**config.mk**
```make
export PLATFORM = sky130hd
export DESIGN_NAME = memWriteback
export DESIGN_NICKNAME = d
export VERILOG_FILES = /design/src/logic/legCorePkg.sv /design/src/logic/memWriteback.sv
export VERILOG_INCLUDE_DIRS = /design/src /design/src/logic
export SDC_FILE = /design/constraint.sdc
export NUM_CORES = 1
export LEC_CHECK = 0
export BUFFER_PORTS_ARGS = -buffer_cell sky130_fd_sc_hd__clkbuf_2
export CAP_MARGIN = 20
export CORE_AREA = 5 5 154 156
export DETAILED_ROUTE_END_ITERATION = 16
export DIE_AREA = 0 0 159 161
export HOLD_SLACK_MARGIN = 0.05
export PLACE_DENSITY = 0.53
export SLEW_MARGIN = 20
export SYNTH_ARGS = -nofsm -noshare
export SYNTH_HDL_FRONTEND = slang
export SYNTH_SLANG_ARGS = --single-unit
```
**constraint.sdc**
```tcl
create_clock -name clk -period 0.8 [get_ports clk]
set_input_delay 0.04 -clock clk [delete_from_list [all_inputs] [get_ports clk]]
set_output_delay 0.04 -clock clk [all_outputs]
set_load 0.005 [all_outputs]
```
**src/logic/legCore_settings.svh**
```systemverilog
// widths, register file shape and opcode patterns for the LEGv8 core
// opcode patterns are 11 bits and use ? for don't-care bits, so match with casez or ==?
// unknown opcodes are not listed and execute as NOP
`ifndef LEG_CORE_SETTINGS_SVH
`define LEG_CORE_SETTINGS_SVH

// datapath and instruction widths
`define LEG_DATA_WIDTH 64
`define LEG_INSTR_WIDTH 32

// architectural registers, X31 is hardwired to zero
`define LEG_REG_COUNT 32
`define LEG_ZERO_REG 31

// byte step of the PC per fetched instruction
`define LEG_PC_STEP 4

// register ALU forms
`define LEG_OPC_ADD 11'b10001011000
`define LEG_OPC_SUB 11'b11001011000
`define LEG_OPC_AND 11'b10001010000
`define LEG_OPC_ORR 11'b10101010000
`define LEG_OPC_EOR 11'b11001010000
// immediate forms, low opcode bit is part of the immediate field
`define LEG_OPC_ADDI 11'b1001000100?
`define LEG_OPC_SUBI 11'b1101000100?
`define LEG_OPC_ANDI 11'b1001001000?
`define LEG_OPC_ORRI 11'b1011001000?
`define LEG_OPC_EORI 11'b1101001000?
// data transfer
`define LEG_OPC_LDUR 11'b11111000010
`define LEG_OPC_STUR 11'b11111000000
// all-zero instruction
`define LEG_OPC_NOP 11'b00000000000

`endif

```
**src/logic/legCorePkg.sv**
```systemverilog
// shared types of the LEGv8 core
// execCtrl_t and memCtrl_t hold the ID/EX and EX/MEM register contents

`include "legCore_settings.svh"

package legCorePkg;

  // data or address word
  typedef logic [`LEG_DATA_WIDTH-1:0] word_t;
  // raw instruction word
  typedef logic [`LEG_INSTR_WIDTH-1:0] instr_t;
  // register index, 5 bits for 32 registers
  typedef logic [$clog2(`LEG_REG_COUNT)-1:0] regIdx_t;

  // ALU function, no flag-setting variants
  typedef enum logic [2:0] {
    aluAdd,
    aluSub,
    aluAnd,
    aluOrr,
    aluEor
  } aluOp_t;

  // data memory access of an instruction
  typedef enum logic [1:0] {
    memNone,
    memLoad,
    memStore
  } memOp_t;

  // decode to execute, ID/EX contents
  typedef struct packed {
    aluOp_t aluOp;
    // B from imm instead of register
    logic immSel;
    word_t opA;
    word_t opB;
    // zero-extended ALU imm or sign-extended offset
    word_t imm;
    regIdx_t destIdx;
    logic writeEnable;
    memOp_t memOp;
  } execCtrl_t;

  // execute to memory stage, EX/MEM contents
  typedef struct packed {
    word_t aluResult;
    word_t storeData;
    regIdx_t destIdx;
    logic writeEnable;
    memOp_t memOp;
  } memCtrl_t;

endpackage

```
**src/logic/memWriteback.sv**
```systemverilog
// memory stage and writeback
// drives the single-cycle data port from EX/MEM, load data must be valid
// in the same cycle; MEM/WB feeds the register file write port
`timescale 1ns/100ps

module memWriteback (
  input  logic                  clk,
  input  logic                  reset,
  input  legCorePkg::memCtrl_t  memCtrl,
  input  legCorePkg::word_t     dataRead,
  output legCorePkg::word_t     dataAddr,
  output legCorePkg::word_t     dataWrite,
  output logic                  storeEnable,
  output logic                  loadEnable,
  output legCorePkg::regIdx_t   writeIdx,
  output legCorePkg::word_t     writeData,
  output logic                  writeEnable
);

  // ALU result is the effective address for loads and stores
  assign dataAddr = memCtrl.aluResult;
  assign dataWrite = memCtrl.storeData;
  assign storeEnable = (memCtrl.memOp == legCorePkg::memStore);
  assign loadEnable = (memCtrl.memOp == legCorePkg::memLoad);

  // MEM/WB
  always_ff @(posedge clk) begin
    writeData <= loadEnable ? dataRead : memCtrl.aluResult;
    writeIdx <= memCtrl.destIdx;
    if (reset) begin
      writeEnable <= 1'b0;
    end else begin
      writeEnable <= memCtrl.writeEnable;
    end
  end

endmodule

```
Word level (Yosys, flattened, before mapping). Cells that the tools add are included.

Multiplexer cells: 1. Eq/ne operators: 2.

Operators by type and width (number): 64-bit two-way mux (1); 2-bit by 1-bit equality test with 1-bit output, second input constant (1); 2-bit equality test, second input constant (1).

Flip-flop bits (word level): 70. Word-level logic and storage cells: 6.

Depth between registers and ports, before layout.
Depth in word-level cells: 2. Mapped depth: 4.

Worst setup path after synthesis. OpenSTA, ideal clock, no wires.

Path kind: input to register. Start: input port memCtrl[0] in the netlist's numbering. End: register writeData[13]. Stages on the path: 4. Slack: -87 ps. Arrival: 766 ps. Buffers on the path: 2. Path through: nor2b_4 -> buf_12 -> buf_12 -> mux2_4.

Longest elaborated chain between the ends: 2.

RTL lines: start, declared (RTL line memWriteback.sv:9) `input legCorePkg::memCtrl_t memCtrl,`; 2-bit by 1-bit equality test with 1-bit output (RTL line memWriteback.sv:24) `assign loadEnable = (memCtrl.memOp == legCorePkg::memLoad);`; 64-bit two-way mux (RTL line memWriteback.sv:28) `writeData <= loadEnable ? dataRead : memCtrl.aluResult;`; end signal, assigned (RTL line memWriteback.sv:28); end, declared (RTL line memWriteback.sv:16) `output legCorePkg::word_t writeData,`.

Every way passes these cells. A chain may end at the register's enable or synchronous reset.

Worst setup path in the final report.
Start: register writeData[54]. End: output port writeData[54].

No word-level cell between the ends.

==> metrics.cfg <==
[status]
status = finished with violations
violations = setup timing

[drt]
drt-initial-drc-count = 87
wire_per_inst_um = 14.7
ant_nets = 0
vias = 2900
firstDrtPassIters = 3
drc_errors = 0
drt-total-wl_um = 12700
via_per_inst = 3.35

[setup_path]
critical_path_buf_inv_count = 1
required_ps = 760
critPathKind = register to output port
start_kind = register
max_stage_delay_ps = 350
cp_data_arrival_time_ps = 790
cp_slowest_cell = dfxtp_2
worstPathCellList = clkbuf_2
crit_path_end_kind = output port
crit_family = flip-flops
crit_cells = 1
worstPathMaxFanout = 1

[final_layout]
multi_input_area_um2 = 932
nNetsFinal = 777
fin_area_mm2 = 0.00617
fill_cells = 2239
seqCellArea_mm2 = 0.00145
syn_to_final_growth_pct = 80.2
antennaDiodeCount = 0
postLayoutCoreUtil = 0.277
drive_above_1_share = 0.710

[timing]
hold_ws_ps = 80.0
max_slew_margin = 0.892
timing.fmax_mhz = 1210
rsz0062_at_grt = yes
setup_ws_ps = -25.3
hold_viol = 0
finalSetupViolCount = 23
slew_violations = 0
tightestPinTransition_ps = 162
timing.final.crit_share = 1.03
min_period_ps = 825

[cts]
clock_sink_count = 70
numCtsBuffers = 9
clockBufferDepth = 2
ctsHtreeMaxLevel = 3
cts_root_buf = clkbuf_16
cts_tree = done
path_clk_slew_ps = 50

[power_and_ir_drop]
p_int_mw = 7.41
p_leak_nw = 3.04
p_seq_frac = 0.396
p_sw_mw = 2.41
total_power_mw = 9.82
power.share.clock = 0.379
p_sw_frac = 0.245
power.density_mw_per_mm2 = 1590
combPwrFrac = 0.225
ir_worst_vdd_mv = 0.701

[floorplan]
die_w_um = 159
num_rows = 55
dieArea_mm2 = 0.0256
core-area_mm2 = 0.0222
start_util = 0.154
num_io_pins = 402
die_y_um = 161

[global_routing]
antenna_found_initial = 0
grt_pass1_vias = 3248
grt.total_usage = 0.0941
grt_max_degree = 14
grt_pass1_wl_um = 18500
gr-total-overflow = 0

[hold_path]
min_delay_path_depth = 0
hp-class = primary input to output port

[place]
place.gp.congestion = 0.706
postPlaceCellArea_mm2 = 0.00418
port-buffer-count = 273
dp_hpwl_um = 8700
pre_cts_slack_ps = -334

[synthesis]
synth.distinct_cells = 8
syn-cell-area_mm2 = 0.00342
synth_nets = 474
synth_cells = 272
ys_seq_area_frac = 0.410
ys_seq_elements = 70
syn_avg_cell_area_um2 = 12.6
ys_warn_count = 0

[job]
maxCapViolCount = 0

power by group through the flow:
| stage | combinational (mW) | sequential (mW) | clock (mW) |
|---|---|---|---|
| after floorplan | 1.04 | 3.95 | 0 |
| after global placement | 1.50 | 3.92 | 0 |
| after detailed placement | 1.51 | 3.93 | 0 |
| after CTS | 2.09 | 3.86 | 3.97 |
| after global routing | 2.39 | 3.91 | 4.08 |
| final | 2.21 | 3.89 | 3.72 |
Yosys cell counts, drive strengths merged:
master | n | area [um^2]
dfxtp | 70 | 1400
nor2b | 2 | 20.0
buf | 135 | 1090
and2b | 1 | 7.51
mux2 | 64 | 905
metal layers:
metal | track usage | up-vias | routed length, um
met1 | 0.0838 | 1298 | 4040
met5 | 0 | - | 0
met4 | 0.0679 | 0 | 729
li1 | - | 1366 | -
met2 | 0.167 | 183 | 6600
met3 | 0.0436 | 53 | 1330
layout make-up:
class / count / area share
flip-flops and latches: 70 / 0.235
multi-input cells: 67 / 0.151
well taps: 285 / 0.0578
clock inverters: 7 / 0.00791
clock buffers: 9 / 0.0365
repair buffers: 427 / 0.511
state kept, by name, summed over array words and instances (netlist names):
signal       count
writeData       64
writeIdx         5
writeEnable      1
layout by cell type, fill, tap and decap left out, drive strengths merged:
master and n:
clkinv 5, clkinvlp 1, and2b 1, nor2b 2, clkbuf 235, dfxtp 70
inv 1, buf 66, mux2 64, dlygate4sd3 135
metrics by stage:
stage,TNS [ps],std cells
6_report,-228,865
5_1_grt,-2350,865
4_1_cts,-1690,862
3_5_place_dp,-17100,707
3_3_place_gp,-16800,707
2_1_floorplan,-4350,272
worst paths after layout:
| kind | slack (ps) | to | start |
|---|---|---|---|
| worst max-delay path | -30 | writeData[54] | writeData[54]$_DFF_P_ |
| worst min-delay path | 80 | dataWrite[17] | memCtrl[25] |
cells by family (layout without fill, tap and decap cells):
kind of cell | Yosys count | after routing | share of synthesized area
buffers and inverters | 135 | 443 | 0.318
DFF | 70 | 70 | 0.410
muxes | 64 | 64 | 0.264
and+or+nand+nor | 3 | 3 | 0.00804
what timing repair did:
| item | 4_1_cts | 5_1_grt |
|---|---|---|
| pin swaps | 0 | 0 |
| hold endpoints to repair | 70 | 0 |
| gates resized for setup | 20 | 89 |
| gates cloned | 0 | 2 |
| buffers inserted | 4 | 1 |
| setup endpoints to repair | 67 | 79 |
| hold buffers | 135 | 0 |
Power figures use the tool's default switching activity.
