$ cat config.mk
export PLATFORM = sky130hd
export DESIGN_NAME = instrDecode
export DESIGN_NICKNAME = d
export VERILOG_FILES = /design/src/logic/legCorePkg.sv /design/src/logic/instrDecode.sv
export VERILOG_INCLUDE_DIRS = /design/src /design/src/logic
export SDC_FILE = /design/constraint.sdc
export NUM_CORES = 1
export LEC_CHECK = 0
export BUFFER_PORTS_ARGS = -buffer_cell sky130_fd_sc_hd__buf_2
export CAP_MARGIN = 25
export CORE_AREA = 2 2 171 173
export DETAILED_ROUTE_END_ITERATION = 16
export DIE_AREA = 0 0 173 175
export PLACE_DENSITY_LB_ADDON = 0.12
export SLEW_MARGIN = 20
export SYNTH_ARGS = -nofsm -noshare
export SYNTH_HDL_FRONTEND = slang
export SYNTH_SLANG_ARGS = --single-unit
$ cat constraint.sdc
create_clock -name clk -period 4.7 [get_ports clk]
set_clock_uncertainty 0.1 [all_clocks]
set_input_delay 0.47 -clock clk [delete_from_list [all_inputs] [get_ports clk]]
set_output_delay 0.47 -clock clk [all_outputs]
set_load 0.005 [all_outputs]
$ cat src/logic/legCore_settings.svh
// widths, register file shape and opcode patterns for the LEGv8 core
// opcode patterns are 11 bits and use ? for don't-care bits, so match with casez or ==?
// unknown opcodes are not listed and execute as NOP
`ifndef LEG_CORE_SETTINGS_SVH
`define LEG_CORE_SETTINGS_SVH

// datapath and instruction widths
`define LEG_DATA_WIDTH 64
`define LEG_INSTR_WIDTH 32

// architectural registers, X31 is hardwired to zero
`define LEG_REG_COUNT 32
`define LEG_ZERO_REG 31

// byte step of the PC per fetched instruction
`define LEG_PC_STEP 4

// register ALU forms
`define LEG_OPC_ADD 11'b10001011000
`define LEG_OPC_SUB 11'b11001011000
`define LEG_OPC_AND 11'b10001010000
`define LEG_OPC_ORR 11'b10101010000
`define LEG_OPC_EOR 11'b11001010000
// immediate forms, low opcode bit is part of the immediate field
`define LEG_OPC_ADDI 11'b1001000100?
`define LEG_OPC_SUBI 11'b1101000100?
`define LEG_OPC_ANDI 11'b1001001000?
`define LEG_OPC_ORRI 11'b1011001000?
`define LEG_OPC_EORI 11'b1101001000?
// data transfer
`define LEG_OPC_LDUR 11'b11111000010
`define LEG_OPC_STUR 11'b11111000000
// all-zero instruction
`define LEG_OPC_NOP 11'b00000000000

`endif

$ cat src/logic/legCorePkg.sv
// shared types of the LEGv8 core
// execCtrl_t and memCtrl_t hold the ID/EX and EX/MEM register contents

`include "legCore_settings.svh"

package legCorePkg;

  // data or address word
  typedef logic [`LEG_DATA_WIDTH-1:0] word_t;
  // raw instruction word
  typedef logic [`LEG_INSTR_WIDTH-1:0] instr_t;
  // register index, 5 bits for 32 registers
  typedef logic [$clog2(`LEG_REG_COUNT)-1:0] regIdx_t;

  // ALU function, no flag-setting variants
  typedef enum logic [2:0] {
    aluAdd,
    aluSub,
    aluAnd,
    aluOrr,
    aluEor
  } aluOp_t;

  // data memory access of an instruction
  typedef enum logic [1:0] {
    memNone,
    memLoad,
    memStore
  } memOp_t;

  // decode to execute, ID/EX contents
  typedef struct packed {
    aluOp_t aluOp;
    // B from imm instead of register
    logic immSel;
    word_t opA;
    word_t opB;
    // zero-extended ALU imm or sign-extended offset
    word_t imm;
    regIdx_t destIdx;
    logic writeEnable;
    memOp_t memOp;
  } execCtrl_t;

  // execute to memory stage, EX/MEM contents
  typedef struct packed {
    word_t aluResult;
    word_t storeData;
    regIdx_t destIdx;
    logic writeEnable;
    memOp_t memOp;
  } memCtrl_t;

endpackage

$ cat src/logic/instrDecode.sv
// PC, IF/ID register, decode and ID/EX register
// the PC steps every cycle, there are no branches and no stalls
// unknown opcodes decode as NOP with no register write and no memory access
`timescale 1ns/100ps

`include "legCore_settings.svh"

module instrDecode (
  input  logic                    clk,
  input  logic                    reset,
  input  legCorePkg::instr_t      instr,
  input  legCorePkg::word_t       readDataA,
  input  legCorePkg::word_t       readDataB,
  output legCorePkg::word_t       instrAddr,
  output legCorePkg::regIdx_t     readIdxA,
  output legCorePkg::regIdx_t     readIdxB,
  output legCorePkg::execCtrl_t   execCtrl
);

  legCorePkg::word_t pc;
  // IF/ID, resets to NOP
  legCorePkg::instr_t ifIdInstr;
  logic [10:0] opcode;
  legCorePkg::regIdx_t rn;
  legCorePkg::regIdx_t rm;
  legCorePkg::regIdx_t rd;
  legCorePkg::word_t aluImm;
  legCorePkg::word_t dtOffset;
  logic isStore;
  legCorePkg::execCtrl_t nextCtrl;

  // fetch address is the current PC
  assign instrAddr = pc;

  always_ff @(posedge clk) begin
    if (reset) begin
      pc <= '0;
      ifIdInstr <= '0;
    end else begin
      pc <= pc + `LEG_PC_STEP;
      ifIdInstr <= instr;
    end
  end

  // instruction fields
  assign opcode = ifIdInstr[31:21];
  assign rn = ifIdInstr[9:5];
  assign rm = ifIdInstr[20:16];
  assign rd = ifIdInstr[4:0];
  // 12-bit imm, zero-extended
  assign aluImm = legCorePkg::word_t'(ifIdInstr[21:10]);
  // 9-bit offset, sign-extended
  assign dtOffset = {{(`LEG_DATA_WIDTH-9){ifIdInstr[20]}}, ifIdInstr[20:12]};

  // stores read Rt through the B port
  assign isStore = (opcode ==? `LEG_OPC_STUR);
  assign readIdxA = rn;
  assign readIdxB = isStore ? rd : rm;

  always_comb begin
    // NOP unless matched below
    nextCtrl = '0;
    nextCtrl.aluOp = legCorePkg::aluAdd;
    nextCtrl.memOp = legCorePkg::memNone;
    nextCtrl.opA = readDataA;
    nextCtrl.opB = readDataB;
    nextCtrl.imm = aluImm;
    nextCtrl.destIdx = rd;
    casez (opcode)
      `LEG_OPC_ADD: nextCtrl.writeEnable = 1'b1;
      `LEG_OPC_SUB: begin
        nextCtrl.aluOp = legCorePkg::aluSub;
        nextCtrl.writeEnable = 1'b1;
      end
      `LEG_OPC_AND: begin
        nextCtrl.aluOp = legCorePkg::aluAnd;
        nextCtrl.writeEnable = 1'b1;
      end
      `LEG_OPC_ORR: begin
        nextCtrl.aluOp = legCorePkg::aluOrr;
        nextCtrl.writeEnable = 1'b1;
      end
      `LEG_OPC_EOR: begin
        nextCtrl.aluOp = legCorePkg::aluEor;
        nextCtrl.writeEnable = 1'b1;
      end
      // immediate forms share the register encodings of the ALU op
      `LEG_OPC_ADDI, `LEG_OPC_SUBI, `LEG_OPC_ANDI, `LEG_OPC_ORRI, `LEG_OPC_EORI: begin
        nextCtrl.immSel = 1'b1;
        nextCtrl.writeEnable = 1'b1;
        if (opcode ==? `LEG_OPC_SUBI) nextCtrl.aluOp = legCorePkg::aluSub;
        else if (opcode ==? `LEG_OPC_ANDI) nextCtrl.aluOp = legCorePkg::aluAnd;
        else if (opcode ==? `LEG_OPC_ORRI) nextCtrl.aluOp = legCorePkg::aluOrr;
        else if (opcode ==? `LEG_OPC_EORI) nextCtrl.aluOp = legCorePkg::aluEor;
      end
      // address is Rn plus offset, load writes Rt
      `LEG_OPC_LDUR: begin
        nextCtrl.immSel = 1'b1;
        nextCtrl.imm = dtOffset;
        nextCtrl.writeEnable = 1'b1;
        nextCtrl.memOp = legCorePkg::memLoad;
      end
      `LEG_OPC_STUR: begin
        nextCtrl.immSel = 1'b1;
        nextCtrl.imm = dtOffset;
        nextCtrl.memOp = legCorePkg::memStore;
      end
      // NOP and unknown opcodes
      default: nextCtrl.writeEnable = 1'b0;
    endcase
  end

  // ID/EX, control clears to NOP
  always_ff @(posedge clk) begin
    execCtrl.opA <= nextCtrl.opA;
    execCtrl.opB <= nextCtrl.opB;
    execCtrl.imm <= nextCtrl.imm;
    execCtrl.destIdx <= nextCtrl.destIdx;
    if (reset) begin
      execCtrl.aluOp <= legCorePkg::aluAdd;
      execCtrl.immSel <= 1'b0;
      execCtrl.writeEnable <= 1'b0;
      execCtrl.memOp <= legCorePkg::memNone;
    end else begin
      execCtrl.aluOp <= nextCtrl.aluOp;
      execCtrl.immSel <= nextCtrl.immSel;
      execCtrl.writeEnable <= nextCtrl.writeEnable;
      execCtrl.memOp <= nextCtrl.memOp;
    end
  end

endmodule

# Yosys cells after proc, flatten, opt, wreduce, memory -nomap -nowiden

Cells that the tools add are included.

Bits in registers: 249
Bits of input ports: 162
Logic and storage cells: 38

$add $sub $neg: 1
Equality and inequality tests: 12
Mux-type cells: 10
Reduce and logical (&&, ||, !) cells: 4

Operator list:

| operator              | count |
|---|---|
| $eq 11x11->1 const B  | 7 |
| $add 64x3->64 const B | 1 |
| $eq 10x10->1 const B  | 5 |
| $pmux 3 s5            | 1 |
| $mux 12               | 1 |
| $mux 3                | 4 |
| $reduce_or 11->1      | 1 |
| $reduce_or 7->1       | 1 |
| $mux 5                | 1 |
| $reduce_or 5->1       | 1 |
| $pmux 2 s2            | 1 |
| $mux 1                | 2 |
| $reduce_or 2->1       | 1 |

# Depth between registers and ports, before layout

Word-level depth: 6
Mapped depth: 7

# Least setup slack after synthesis

Ideal clock, no wire load.

Path type: register -> output
Start: reg ifIdInstr[24]
End: out readIdxB[0]
Data arrival time: 1.927 ns
Setup slack: 2.203 ns
Cell stages (with the launch flop): 6
Path through: dfxtp_1 > or4_1 > nor4_4 > nor2b_1 > buf_2 > mux2_2

Cells in the longest elaborated chain, start to end: 2

RTL lines:

| what                     | line              | text |
|---|---|---|
| start: declaration       | instrDecode.sv:22 | `legCorePkg::instr_t ifIdInstr;` |
| start signal: assignment | instrDecode.sv:41 | `ifIdInstr <= instr;` |
| $eq 11x11->1             | n/a               |  |
| $mux 5                   | instrDecode.sv:58 | `assign readIdxB = isStore ? rd : rm;` |
| end: declaration         | instrDecode.sv:16 | `output legCorePkg::regIdx_t readIdxB,` |

No other way between the ends.

# Worst setup path after layout

Start: reg ifIdInstr[24]
End: out readIdxB[1]

Same word-level chain as after synthesis.

==> implementation parameters <==
Parameter                              Value

Status
  Run status ... completed

Final layout
  Layout-stage area growth over the synthesis result ... 56.8%
  Final core utilization ... 0.429
  Non-filler cells in the finished layout ... 1613
  Ratio of cells with drive above 1 in the final layout ... 0.423
  Fillers ... 2762
  Nets ... 1365

Floorplan
  Die outline area ... 30300 um2
  Chip width ... 173 um
  Core region area ... 28400 um2
  Vertical die dimension ... 175 um
  # IOs ... 440
  Effective utilization at floorplan ... 0.274
  FP Rows ... 62

Yosys
  Synth cell count leaders ... dfxtp_1 (247), buf_4 (58), nor2_1 (50)
  Dominant cells by area after synthesis ... dfxtp_1 (64%), buf_4 (5.6%), xor2_1 (2.9%)
  Sequential share of the synthesized area ... 0.637
  Post-synthesis cell type with the largest combined area ... dfxtp_1
  Compound-gate portion of the synthesized area ... 0.0490
  Share of the synthesized area in the top cell type ... 0.637
  Xor and xnor area share after synthesis ... 0.0372
  Post-Synth Adder-Cell Area ... 0.00161
  EDFF count, synth ... 0
  Number of standard cells after synthesis ... 677
  Synthesized-area fraction occupied by and/or/nand/nor cells ... 0.186
  Average footprint of a synthesized cell ... 11.5 um2
  Synthesized cell area ... 7770 um2
  Count of yosys warnings during synthesis ... 0
  Commonest register cell after synthesis ... dfxtp_1
  Count of different cell masters after synthesis ... 49
  Largest family of logic cells by synthesized area ... simple AND/OR/NAND/NOR gates
  Number of storage elements in the synthesis netlist ... 247
  Cell with the most instances after synthesis ... dfxtp_1
  Async S/R FF share, synth ... 0
  Share of cell area taken by muxes after synthesis ... 0.0159

Timing
  Upper clock frequency limit ... 0.283 GHz
  Number of endpoints with negative hold slack in the final report ... 0
  Slew margin rel. ... 0.453
  Least-Margin Pin Slew ... 0.818 ns
  Final-report max-slew violation count ... 0
  Final worst-path cycle share ... 0.753
  Final worst hold slack ... 0.0487 ns
  Final setup margin ... 1.16 ns
  Final Setup Violations ... 0
  Final critical delay including setup and external delays ... 3.54 ns
  Setup TNS ... 0 ns
  Setup repair after global routing missed its margin ... no

Clock network
  Root buf cell ... clkbuf_16
  Clock buffer count from CTS ... 28
  Clock transition at path regs ... 0.06 ns
  Maximum clock path buffer count ... 3
  H-tree depth reported by CTS ... 1
  Number of gates given a new drive strength after cts ... 0
  Clock latency reported for the late side of the worst-skew pair ... 0.54 ns
  Clock tree from TritonCTS ... built
  Clock tree sinks ... 247

Detailed routing
  Antenna Nets Post-Route ... 0
  Total wirelength of the detailed-routed design ... 29300 um
  Router iterations before antenna repair ... 4
  Per-cell routed wire length ... 18.2 um
  Iteration-0 DRC Markers ... 323
  Total number of vias ... 6798
  Number of remaining DRC errors ... 0
  DR vias/cell ... 4.21

Pwr
  Leakage component of the power ... 5.71 nW
  IR Drop Worst-Case VDD ... 0.000245 V
  PD cells ... 388 nW/um2

Min path
  Cells on Worst Hold Path ... 2
  Hold worst-path end ... ifIdInstr[2]
  Hold path startpoint ... instr[2]
  HP Class ... in -> reg

Global route
  Maximum number of pins on one net before global-route repair ... 63
  Wire length of the first global-routing pass ... 41900 um
  Final global-route overflow total ... 0
  Antenna violations before repair ... 16
  Number of global-route vias before repair ... 6538
  Total GRT Usage ... 0.183

Placed design
  Count of buffers inserted at the top-level ports ... 437
  DP Wirelength ... 22200 um
  Placer's final routability congestion estimate ... 0.789
  Worst-case setup slack after placement ... 1.66 ns
  Number of instances in the placed design ... 1428

Worst setup path
  Setup slack on the worst flop-to-flop path ... 2.08 ns
  Category of the critical setup timing path ... reg -> out
  Type of element launching the critical path ... flop
  Required time at the worst-slack endpoint ... 4.13 ns
  Maximum fanout count along the critical path ... 7
  Beginning of the worst register-to-register path ... instrAddr[4]
  Critical path endpoint category ... output pin
  Reg-to-reg endpoint ... instrAddr[61]
  Length in cells of the worst reg-to-reg path ... 5
  Critical path arrival ... 2.97 ns

Flow run
  Number of max-cap violations ... 0
==> registers in the layout (all words and copies together) (netlist names) <==
signal / flops
ifIdInstr: 32
instrAddr: 62
execCtrl: 153
==> final cells by class <==
class                   count  area, um2  share of cell area
flip-flops and latches    247       4950               0.406
diodes                      5       12.5             0.00103
multi-input cells         348       2270               0.186
clock buffers              39        823              0.0676
inverters                   9       33.8             0.00277
clock inverters            13        125              0.0103
repair buffers            568       3490               0.287
well taps                 384        480              0.0394
==> kinds of logic after synthesis <==
family | count (synthesis)
adders and majority gates | 1
xor gates and xnor gates | 33
DFF | 247
other | 1
AOI/OAI and AO/OA | 66
buffers and inverters | 83
and+or+nand+nor | 235
muxes | 11
==> layout by cell type, fill, tap and decap left out, types with 3 or more instances in the layout <==
| cell | n |
|---|---|
| nand3_1 | 20 |
| a21oi_1 | 29 |
| nand4_1 | 26 |
| o31ai_1 | 14 |
| and4_1 | 4 |
| dfxtp_1 | 246 |
| xor2_1 | 26 |
| nand2b_1 | 5 |
| diode_2 | 5 |
| buf_4 | 4 |
| and3_1 | 4 |
| nand2_1 | 29 |
| buf_2 | 436 |
| or3_1 | 12 |
| o21ai_0 | 18 |
| xnor2_1 | 7 |
| dlygate4sd3_1 | 128 |
| nand4_4 | 3 |
| nor2_1 | 50 |
| nor2b_1 | 36 |
| clkbuf_1 | 4 |
| clkinv_2 | 7 |
| inv_1 | 9 |
| mux2_2 | 11 |
| or4_1 | 14 |
| nor4_4 | 5 |
| nor3_1 | 5 |
| clkbuf_8 | 6 |
| clkbuf_16 | 29 |
| clkinvlp_4 | 4 |
| nor3b_1 | 3 |
==> where the power goes <==
group	internal (mW)	switching [mW]
logic	0.181	0.124
clock network	1.33	0.882
registers	2.18	0.0361
==> per-layer routing <==
layer | vias up | GRT usage | part of all wire
li1 | 3328 | - | -
met1 | 3094 | 0.250 | 0.45
met2 | 292 | 0.266 | 0.42
met3 | 66 | 0.0735 | 0.097
met4 | 18 | 0.0487 | 0.026
met5 | - | 0 | 0.0039
==> per-stage QoR <==
stage	total power, mW	cell area [um2]
2_1_floorplan	2.30	7770
3_3_place_gp	2.47	9930
3_5_place_dp	2.47	9930
4_1_cts	4.79	12200
5_1_grt	4.91	12200
6_report	4.73	12200
==> how the worst max path moves through the flow <==
stage	from	to	slack (ns)	cells after the start
2_1_floorplan	ifIdInstr[24]	readIdxB[0]	2.20	5
4_1_cts	ifIdInstr[24]	readIdxB[4]	1.07	5
3_5_place_dp	ifIdInstr[24]	readIdxB[1]	1.66	5
6_report	ifIdInstr[24]	readIdxB[1]	1.16	5
3_3_place_gp	ifIdInstr[24]	readIdxB[4]	1.68	5
5_1_grt	ifIdInstr[24]	readIdxB[1]	0.99	5
==> repair_timing <==
action | CTS | global route
setup buffers | 0 | 0
endpoints found under the hold margin | 128 | 0
hold buffers | 128 | 0
==> critical path, cell delays in order, from the launching register on <==
cell and delay, ns:
dfxtp_1 0.33, or4_1 0.58, nor4_4 0.28, nor2b_1 0.69, mux2_2 0.42, buf_2 0.13
No activity file was read; power rests on OpenSTA's default activity.
