===== src/logic/legCore_settings.svh =====
// widths, register file shape and opcode patterns for the LEGv8 core
// opcode patterns are 11 bits and use ? for don't-care bits, so match with casez or ==?
// unknown opcodes are not listed and execute as NOP
`ifndef LEG_CORE_SETTINGS_SVH
`define LEG_CORE_SETTINGS_SVH

// datapath and instruction widths
`define LEG_DATA_WIDTH 64
`define LEG_INSTR_WIDTH 32

// architectural registers, X31 is hardwired to zero
`define LEG_REG_COUNT 32
`define LEG_ZERO_REG 31

// byte step of the PC per fetched instruction
`define LEG_PC_STEP 4

// register ALU forms
`define LEG_OPC_ADD 11'b10001011000
`define LEG_OPC_SUB 11'b11001011000
`define LEG_OPC_AND 11'b10001010000
`define LEG_OPC_ORR 11'b10101010000
`define LEG_OPC_EOR 11'b11001010000
// immediate forms, low opcode bit is part of the immediate field
`define LEG_OPC_ADDI 11'b1001000100?
`define LEG_OPC_SUBI 11'b1101000100?
`define LEG_OPC_ANDI 11'b1001001000?
`define LEG_OPC_ORRI 11'b1011001000?
`define LEG_OPC_EORI 11'b1101001000?
// data transfer
`define LEG_OPC_LDUR 11'b11111000010
`define LEG_OPC_STUR 11'b11111000000
// all-zero instruction
`define LEG_OPC_NOP 11'b00000000000

`endif


===== src/logic/legCorePkg.sv =====
// shared types of the LEGv8 core
// execCtrl_t and memCtrl_t hold the ID/EX and EX/MEM register contents

`include "legCore_settings.svh"

package legCorePkg;

  // data or address word
  typedef logic [`LEG_DATA_WIDTH-1:0] word_t;
  // raw instruction word
  typedef logic [`LEG_INSTR_WIDTH-1:0] instr_t;
  // register index, 5 bits for 32 registers
  typedef logic [$clog2(`LEG_REG_COUNT)-1:0] regIdx_t;

  // ALU function, no flag-setting variants
  typedef enum logic [2:0] {
    aluAdd,
    aluSub,
    aluAnd,
    aluOrr,
    aluEor
  } aluOp_t;

  // data memory access of an instruction
  typedef enum logic [1:0] {
    memNone,
    memLoad,
    memStore
  } memOp_t;

  // decode to execute, ID/EX contents
  typedef struct packed {
    aluOp_t aluOp;
    // B from imm instead of register
    logic immSel;
    word_t opA;
    word_t opB;
    // zero-extended ALU imm or sign-extended offset
    word_t imm;
    regIdx_t destIdx;
    logic writeEnable;
    memOp_t memOp;
  } execCtrl_t;

  // execute to memory stage, EX/MEM contents
  typedef struct packed {
    word_t aluResult;
    word_t storeData;
    regIdx_t destIdx;
    logic writeEnable;
    memOp_t memOp;
  } memCtrl_t;

endpackage


===== src/logic/aluExecute.sv =====
// execute stage, operand select, 64-bit ALU and EX/MEM register
// add and subtract wrap around, no flags and no carry out
// loads and stores arrive from decode with immSel set and an add op
`timescale 1ns/100ps

module aluExecute (
  input  logic                   clk,
  input  logic                   reset,
  input  legCorePkg::execCtrl_t  execCtrl,
  output legCorePkg::memCtrl_t   memCtrl
);

  legCorePkg::word_t operandA;
  legCorePkg::word_t operandB;
  legCorePkg::word_t result;

  assign operandA = execCtrl.opA;
  // imm forms and address offsets take B from the imm field
  assign operandB = execCtrl.immSel ? execCtrl.imm : execCtrl.opB;

  always_comb begin
    case (execCtrl.aluOp)
      legCorePkg::aluAdd: result = operandA + operandB;
      legCorePkg::aluSub: result = operandA - operandB;
      legCorePkg::aluAnd: result = operandA & operandB;
      legCorePkg::aluOrr: result = operandA | operandB;
      legCorePkg::aluEor: result = operandA ^ operandB;
      default: result = operandA + operandB;
    endcase
  end

  // EX/MEM
  // store data is the register B value, not the selected operand
  always_ff @(posedge clk) begin
    memCtrl.aluResult <= result;
    memCtrl.storeData <= execCtrl.opB;
    memCtrl.destIdx <= execCtrl.destIdx;
    if (reset) begin
      memCtrl.writeEnable <= 1'b0;
      memCtrl.memOp <= legCorePkg::memNone;
    end else begin
      memCtrl.writeEnable <= execCtrl.writeEnable;
      memCtrl.memOp <= execCtrl.memOp;
    end
  end

endmodule


===== config.mk =====
export PLATFORM = sky130hd
export DESIGN_NAME = aluExecute
export DESIGN_NICKNAME = d
export VERILOG_FILES = /design/src/logic/legCorePkg.sv /design/src/logic/aluExecute.sv
export VERILOG_INCLUDE_DIRS = /design/src /design/src/logic
export SDC_FILE = /design/constraint.sdc
export NUM_CORES = 1
export LEC_CHECK = 0
export ABC_AREA = 1
export BUFFER_PORTS_ARGS = -buffer_cell sky130_fd_sc_hd__buf_4
export CAP_MARGIN = 20
export CORE_ASPECT_RATIO = 1.5
export CORE_UTILIZATION = 45
export DETAILED_ROUTE_END_ITERATION = 8
export PLACE_DENSITY = 0.68
export SETUP_SLACK_MARGIN = 0.15
export SLEW_MARGIN = 25
export SYNTH_ARGS = -nofsm -noshare
export SYNTH_HDL_FRONTEND = slang
export SYNTH_SLANG_ARGS = --single-unit

===== constraint.sdc =====
create_clock -name clk -period 9.9 [get_ports clk]
set_clock_uncertainty 0.05 [all_clocks]
set_input_delay 0.99 -clock clk [delete_from_list [all_inputs] [get_ports clk]]
set_output_delay 0.99 -clock clk [all_outputs]
set_load 0.02 [all_outputs]

Yosys cells after proc, flatten, opt, wreduce, memory -nomap -nowiden

Index checks and enable logic that the tools add are counted.
Widths: inputs -> output; s select.

Bits in registers: 136
Input bits: 206
Output and inout bits: 136
Word-level logic and storage cells: 16

$add $sub $neg: 2
Eq/ne operators: 4
Mux-type cells: 2
Bitwise gates (word level): 3

Operators with widths:

| operator           | count |
|---|---|
| $pmux 64 s4        | 1 |
| $add 64x64->64     | 1 |
| $and 64x64->64     | 1 |
| $mux 64            | 1 |
| $or 64x64->64      | 1 |
| $sub 64x64->64     | 1 |
| $xor 64x64->64     | 1 |
| $eq 3x2->1 const B | 2 |
| $eq 3x1->1 const B | 1 |
| $eq 3x3->1 const B | 1 |

Logic depth before layout (Yosys ltp)

Gate-level depths: netlist of run 1.

Word-level depth: 3
Depth in mapped cells: 31
Gate-level depth less buffers: 29

Worst setup path before layout of run 1

OpenSTA, ideal clock, no wires.

Path type: input port to flip-flop
Start: input port execCtrl[200] (netlist name)
End: register memCtrl[124] (netlist name)
Library setup time: 0.121 ns
Data arrival time: 3.902 ns
Required time: 9.729 ns
Slack: 5.826 ns
Stages: 26
Buffers on the path: 2
Cells stage by stage: buf_6 -> buf_8 -> nand2_1 -> nand2_1 -> inv_1 -> ha_1 -> nand2_1 -> nor2_4 -> nand2_2 -> nor2_4 -> nand2_1 -> o21ai_1 -> nand2_1 -> xor2_1 -> ha_1 -> nand2_1 -> nor2_1 -> inv_1 -> nor2_1 -> inv_1 -> nor3_1 -> nand3_1 -> nand2_1 -> nand2_1 -> nand3_1 -> nand2_1

Cells in the longest elaborated chain, start to end: 3
Elaborated cells between the ends (all ways): 7
Those cells by class: 2 x add/sub; 2 x mux; 3 x bitwise

RTL lines:

| what                                   | RTL line                           | RTL |
|---|---|---|
| from (decl)                            | aluExecute.sv:9                    | `input legCorePkg::execCtrl_t execCtrl,` |
| $mux 64 *                              | aluExecute.sv:19                   | `assign operandB = execCtrl.immSel ? execCtrl.imm : execCtrl.opB;` |
| $add 64x64->64 (tied with other cells) | aluExecute.sv:23, aluExecute.sv:28 |  |
| $pmux 64 s4 *                          | aluExecute.sv:22                   | `case (execCtrl.aluOp)` |
| via result[52]                         | aluExecute.sv:15                   | `legCorePkg::word_t result;` |
| to (decl)                              | aluExecute.sv:10                   | `output legCorePkg::memCtrl_t memCtrl` |

Mark *: on every way through the listed nets, which the timed path passes. The rest lies on a longest branch.
A chain may end at the register's enable or synchronous reset.

Final worst setup path of run 1

Start: input port execCtrl[200] (netlist name)
End: register memCtrl[115] (netlist name)

Same word-level chain as after synthesis.

==> impl_metrics.ini, run 1 <==
[status]
run_status = complete, no violations

[cts]
postCtsSetupRepairBufs = 0
cts.sink_count = 136
cts.reportedPaths.clkPinSlew_ns = 0.08
tritoncts = built
clockRootBuffer = clkbuf_16
cts_repair_resize_count = 0
maximum_count_of_clock_buffers_along_a_single_path = 2
cts_htree_levels = 4
cts_hold_repair_buffers = 0
cts_made_buffers = 17

[finish]
layout.cells.most_common_list = 820 x nand2_1, 458 x inv_1, 347 x buf_4, 276 x nor2_1, 192 x ha_1
synthToLayoutAreaGrowth_pct = 23.07
max_ffs_per_register = 136
fillCellCount = 3365
n_antenna_cell = 0
leading_cell_type_in_the_layout_fill_and_taps_excluded = nand2_1
post_route_cells_drive_above_1_share_pct = 16.57
nets = 3234
top_register_by_number_of_flip_flops = memCtrl
layout.core_utilization_pct = 56.36
ff_latch_area_mm2 = 0.002723
multiInputGateArea_mm2 = 0.01028
registers_with_the_most_flip_flops = memCtrl: 136 flops

[sta]
grt_setup_unrepaired = false
finalWorstPathRequiredPeriod_ns = 6.150
totalNegativeSetupSlack_ns = 0
max_freq_mhz = 162.6
setup_violations = 0
timing.max_slew.rel_slack_pct = 25.29
slew_worst_pin_ns = 1.121
report.final.slew_viol_count = 0
final_hold_viol_count = 0
timing.final.crit_share_pct = 62.12

[worst_hold_path]
hold-path-cell-count = 1
hold_path_class = primary input to register
min_from = execCtrl[73]
holdPathEnd = memCtrl[9]

[yosys]
netlist_area_mm2 = 0.01499
number_of_flops_mapped_to_enable_cells_by_yosys = 0
yosysWarnings = 0
postSynth.topFlopCell = dfxtp_1
synth-seq-cells = 136
synth_cell_types = 46
synth_nets = 2915
async_flop_share_pct = 0
netlist_instances = 2516
syn_avg_cell_area_um2 = 5.959
ys_seq_area_share_pct = 18.16

[detailed_routing]
route.detailed.wl_per_inst_um = 21.16
post_drt_via_cell_ratio = 5.346
remaining_drc_errors = 0
drt_first_pass_iters = 5
first_iter_violations = 1216
detail-route-antenna-nets = 0
vias = 17440
wirelength_um = 69060

[floorplanning]
floorplan.rows = 81
start_util_pct = 45.80
floorplan.die.width_um = 151.0
fp.dieH_um = 225.5
top_level_ports = 342
total_die_area_mm2 = 0.03406
design.core.area_mm2 = 0.03274

[grt]
grtUsageMet2_pct = 69.35
global_route.peak_usage_layer = met2
globalRouteOverflowTotal = 0
initial_antenna_violation_count = 0
grtUsageMet3_pct = 7.510
grt_pass1_wl_um = 98920
pin_count_of_the_biggest_net_entering_global_routing = 85
use_met1_pct = 40.53
grt_pass1_vias = 16980
globalRouteTotalUtil_pct = 40.36

[critical_path]
crit_type = primary input to register
required_ns = 10.20
cp_max_fo = 84
worstSetupStartpointType = primary input
critical_path.endpoint_type = register
cp_data_arrival_time_ns = 6.45

[placed_design]
place_congestion = 1.073
placement.io_buffers = 341
place.detailed.hpwl_um = 57060

[run]
cap_violations = 0

[pwr]
power.density_mw_per_mm2 = 136.7
vdd_drop_max_mv = 0.1162
leakagePower_uw = 0.01050
==> cell type report <==
type                    count  area share, %
clock buffers              18          2.326
flip-flops and latches    136          14.76
inverters                 468          9.521
well taps                 415          2.814
multi-input cells        1865          55.70
repair buffers            347          14.12
clock inverters            14         0.7663
==> logic make-up after synthesis <==
family                     synth area share [%]
adders and majority gates                 16.16
AOI/OAI and AO/OA                         11.53
buffers and inverters                     13.48
DFF                                       18.16
and+or+nand+nor                           35.83
xor gates and xnor gates                  4.849
==> stage by stage <==
stage / total power (µW) / hold WS [ns] / instance area (µm²) / setup slack [ns] / std cells
after floorplan: 1344 / 0.9677 / 14990 / 5.826 / 2516
after global placement: 1831 / 1.046 / 17870 / 3.472 / 3231
after detailed placement: 1838 / 1.048 / 17870 / 3.375 / 3231
after CTS: 2499 / 0.5712 / 18440 / 3.829 / 3263
after global routing: 2647 / 0.5724 / 18450 / 3.271 / 3263
final: 2522 / 0.5772 / 18450 / 3.750 / 3263
==> report_power, final <==
group / leakage, µW / internal [µW] / switching, µW / total (µW)
Clock: 0.000272 / 352 / 311 / 663
Combinational: 0.00908 / 404 / 789 / 1190
Sequential: 0.00115 / 631 / 34.6 / 665
Total: 0.0105 / 1390 / 1130 / 2520
==> synthesized netlist by cell type, types with 26 or more instances <==
master      n  area (µm²)
nand2_1   820        3078
inv_1     459        1723
nor2_1    278        1044
ha_1      192        2402
dfxtp_1   136        2723
nand3_1    98       490.5
a21oi_1    90       450.4
xor2_1     83       727.0
o21ai_0    72       360.4
a221oi_1   43       376.6
nand2_2    42       262.8
clkbuf_1   30       112.6
nor3_1     26       130.1
==> how the worst max path moves through the flow <==
| stage | from | endpoint |
|---|---|---|
| 2_1_floorplan | execCtrl[200] | memCtrl[124] |
| 3_3_place_gp | execCtrl[200] | memCtrl[131] |
| 3_5_place_dp | execCtrl[200] | memCtrl[131] |
| 4_1_cts | execCtrl[200] | memCtrl[131] |
| 5_1_grt | execCtrl[200] | memCtrl[131] |
| 6_report | execCtrl[200] | memCtrl[115] |
==> worst max-delay path, cell delays in order <==
cell	delay, ns
buf_4	0.63
inv_2	0.63
nand2_1	0.18
nand2_1	0.12
inv_1	0.11
ha_1	0.22
nand2_1	0.19
nor2_4	0.18
nand2_2	0.10
o21ai_0	0.58
xor2_1	0.15
ha_1	0.38
nand2_1	0.12
nor2_1	0.15
inv_1	0.08
nor3_1	0.33
nand3_1	0.11
o21ai_0	0.71
nand2_1	0.15
nand3_1	0.12
nand2_1	0.06
nand2_1	0.07
nand2_1	0.06
==> routing by layer <==
layer | wire, µm | vias up
met3 | 4930 | 268
met2 | 33280 | 843
met1 | 23630 | 7881
met4 | 7214 | 0
met5 | 0 | -
li1 | - | 8451
(Power assumes the default switching activity.)
==> inputs of run 2 (changes only) <==
ABC_AREA = 0   (was 1)
PLACE_DENSITY = 0.7   (was 0.68)
clock period = 6.3 ns   (was 9.9 ns; I/O delays follow)
==> impl_metrics.ini, run 2 <==
[run]
cap_violations = 0

[yosys]
yosys.area.top_type = dfxtp_1
ys_seq_area_share_pct = 21.21
yosys-top-cells-area = dfxtp_1 21%, ha_1 19%, a21oi_1 6.7%
netlist_area_mm2 = 0.01284
post-synth-top-count-cell = ha_1
top_cells_by_count_synth = 192 x ha_1, 172 x a21oi_1, 171 x inv_1, 136 x dfxtp_1, 126 x nor2_1
synth_nets = 2024
postSynth.topFlopCell = dfxtp_1
synth_cell_types = 76
post-synth-top-area-fraction_pct = 21.21
async_flop_share_pct = 0
synth-seq-cells = 136
number_of_flops_mapped_to_enable_cells_by_yosys = 0
netlist_instances = 1625
yosysWarnings = 0
syn_avg_cell_area_um2 = 7.901

[floorplanning]
design.core.area_mm2 = 0.02796
top_level_ports = 342
floorplan.die.width_um = 139.9
fp.dieH_um = 208.9
start_util_pct = 45.91
total_die_area_mm2 = 0.02922
floorplan.rows = 75

[finish]
layout.core_utilization_pct = 58.26
top_register_by_number_of_flip_flops = memCtrl
registers_with_the_most_flip_flops = memCtrl: 136 flops
nets = 2336
leading_cell_type_in_the_layout_fill_and_taps_excluded = buf_4
post_route_cells_drive_above_1_share_pct = 22.64
synthToLayoutAreaGrowth_pct = 26.90
layout.cells.most_common_list = 376 x buf_4, 192 x ha_1, 172 x a21oi_1, 171 x inv_1, 136 x dfxtp_1
fillCellCount = 2607
max_ffs_per_register = 136

[placed_design]
dp_worst_setup_slack_ns = 0.3443
placement.io_buffers = 341
place.detailed.hpwl_um = 38420
place_congestion = 0.9880

[sta]
report.final.slew_viol_count = 0
setup_violations = 0
grt_setup_unrepaired = false
timing.final.crit_share_pct = 88.60
max_freq_mhz = 179.2
totalNegativeSetupSlack_ns = 0
timing.max_slew.rel_slack_pct = 40.33
whs_ns = 0.2238
finalWorstPathRequiredPeriod_ns = 5.582
final_hold_viol_count = 0
setup_slack_ns = 0.7184
slew_worst_pin_ns = 0.8869

[critical_path]
critPathTopFamily = simple AND/OR/NAND/NOR gates
setup.worst_path.start = execCtrl[200]
crit_type = primary input to register
cp.depth = 19
critPathMaxStageDelay_ns = 0.40
required_ns = 6.62
cp_data_arrival_time_ns = 5.90
critPathCapture = memCtrl[128]
cp_max_fo = 20
critical_path.endpoint_type = register
path_buf_inv = 1
worstSetupStartpointType = primary input
library_cell_contributing_the_largest_single_delay_on_the_critical_path = or3_1
worstPathCellList = buf_4 > mux2i_2 > ha_1 > o211ai_2 > nor4_4 > and4_1 > nand3_2 > nor3_2 > nand2_1 > o31ai_2 > xnor2_1 > ha_1 > nand4_1 > or2_2 > or3_1 > o21ai_0 > a21boi_0 > xor2_1 > o21ai_0

[detailed_routing]
route.detailed.wl_per_inst_um = 20.93
first_iter_violations = 621
drt_first_pass_iters = 6
post_drt_via_cell_ratio = 5.740
detail-route-antenna-nets = 0
vias = 13180
wirelength_um = 48060
remaining_drc_errors = 0

[cts]
tritoncts = built
cts_repair_resize_count = 0
postCtsSetupRepairBufs = 0
maximum_count_of_clock_buffers_along_a_single_path = 2
cts.reportedPaths.clkPinSlew_ns = 0.06
cts_htree_levels = 4
cts_made_buffers = 17
cts.sink_count = 136
cts_hold_repair_buffers = 0
clockRootBuffer = clkbuf_16

[pwr]
power.density_mw_per_mm2 = 238.2
leakagePower_uw = 0.007955
power.total_uw = 3881
vdd_drop_max_mv = 0.2149

[grt]
globalRouteTotalUtil_pct = 32.79
grt_pass1_vias = 13600
globalRouteOverflowTotal = 0
pin_count_of_the_biggest_net_entering_global_routing = 59
initial_antenna_violation_count = 2
grt_pass1_wl_um = 73150

[status]
run_status = complete, no violations

[worst_hold_path]
hold_path_class = primary input to register
## run 2: how the worst min path moves through the flow
stage / start / to / slack, ns / cells after the start
final: execCtrl[7] / memCtrl[7] / 0.22 / 1
after global routing: execCtrl[3] / memCtrl[3] / 0.21 / 1
after floorplan: execCtrl[74] / memCtrl[10] / 0.61 / 0
after detailed placement: execCtrl[3] / memCtrl[3] / 0.69 / 1
after CTS: execCtrl[3] / memCtrl[3] / 0.21 / 1
after global placement: execCtrl[3] / memCtrl[3] / 0.68 / 1
## run 2: report_power, final
part           internal (µW)  leakage, µW  switching (µW)
combinational            714      0.00652            1060
sequential              1010      0.00115            47.2
clock                    647     0.000292             409
total                   2370      0.00795            1510
## run 2: routing by layer
layer / share of wire [%] / track usage, % / wire (µm) / up-vias
met1: 35 / 31.61 / 16990 / 6231
met4: 5.3 / 19.74 / 2526 / 0
li1: - / - / - / 6332
met3: 4.8 / 5.339 / 2295 / 134
met5: 0 / 0 / 0 / -
met2: 55 / 64.14 / 26250 / 483
## run 2: logic make-up (layout without fill, tap and decap cells)
kind of cell,after synthesis,after routing,synth area share [%]
AOI/OAI and AO/OA,450,450,21.43
xor gates and xnor gates,121,121,8.255
adders and majority gates,193,193,18.87
buffers and inverters,255,578,8.362
DFF,136,136,21.21
muxes,90,90,7.299
other,0,2,0
and+or+nand+nor,380,380,14.58
## run 2: metrics by stage
| step | area, µm² | std cells |
|---|---|---|
| after floorplan | 12850 | 1625 |
| after global placement | 15690 | 2264 |
| after detailed placement | 15690 | 2264 |
| after CTS | 16290 | 2294 |
| after global routing | 16290 | 2296 |
| final | 16290 | 2296 |
## run 2: final cells by class
cell class	count	area, µm²	share of cell area, %
flip-flops and latches	136	2723	16.71
well taps	346	432.9	2.657
inverters	171	641.9	3.940
clock inverters	8	121.4	0.7449
clock buffers	22	474.2	2.911
repair buffers	377	2843	17.45
diodes	2	5.005	0.03072
multi-input cells	1234	9051	55.56
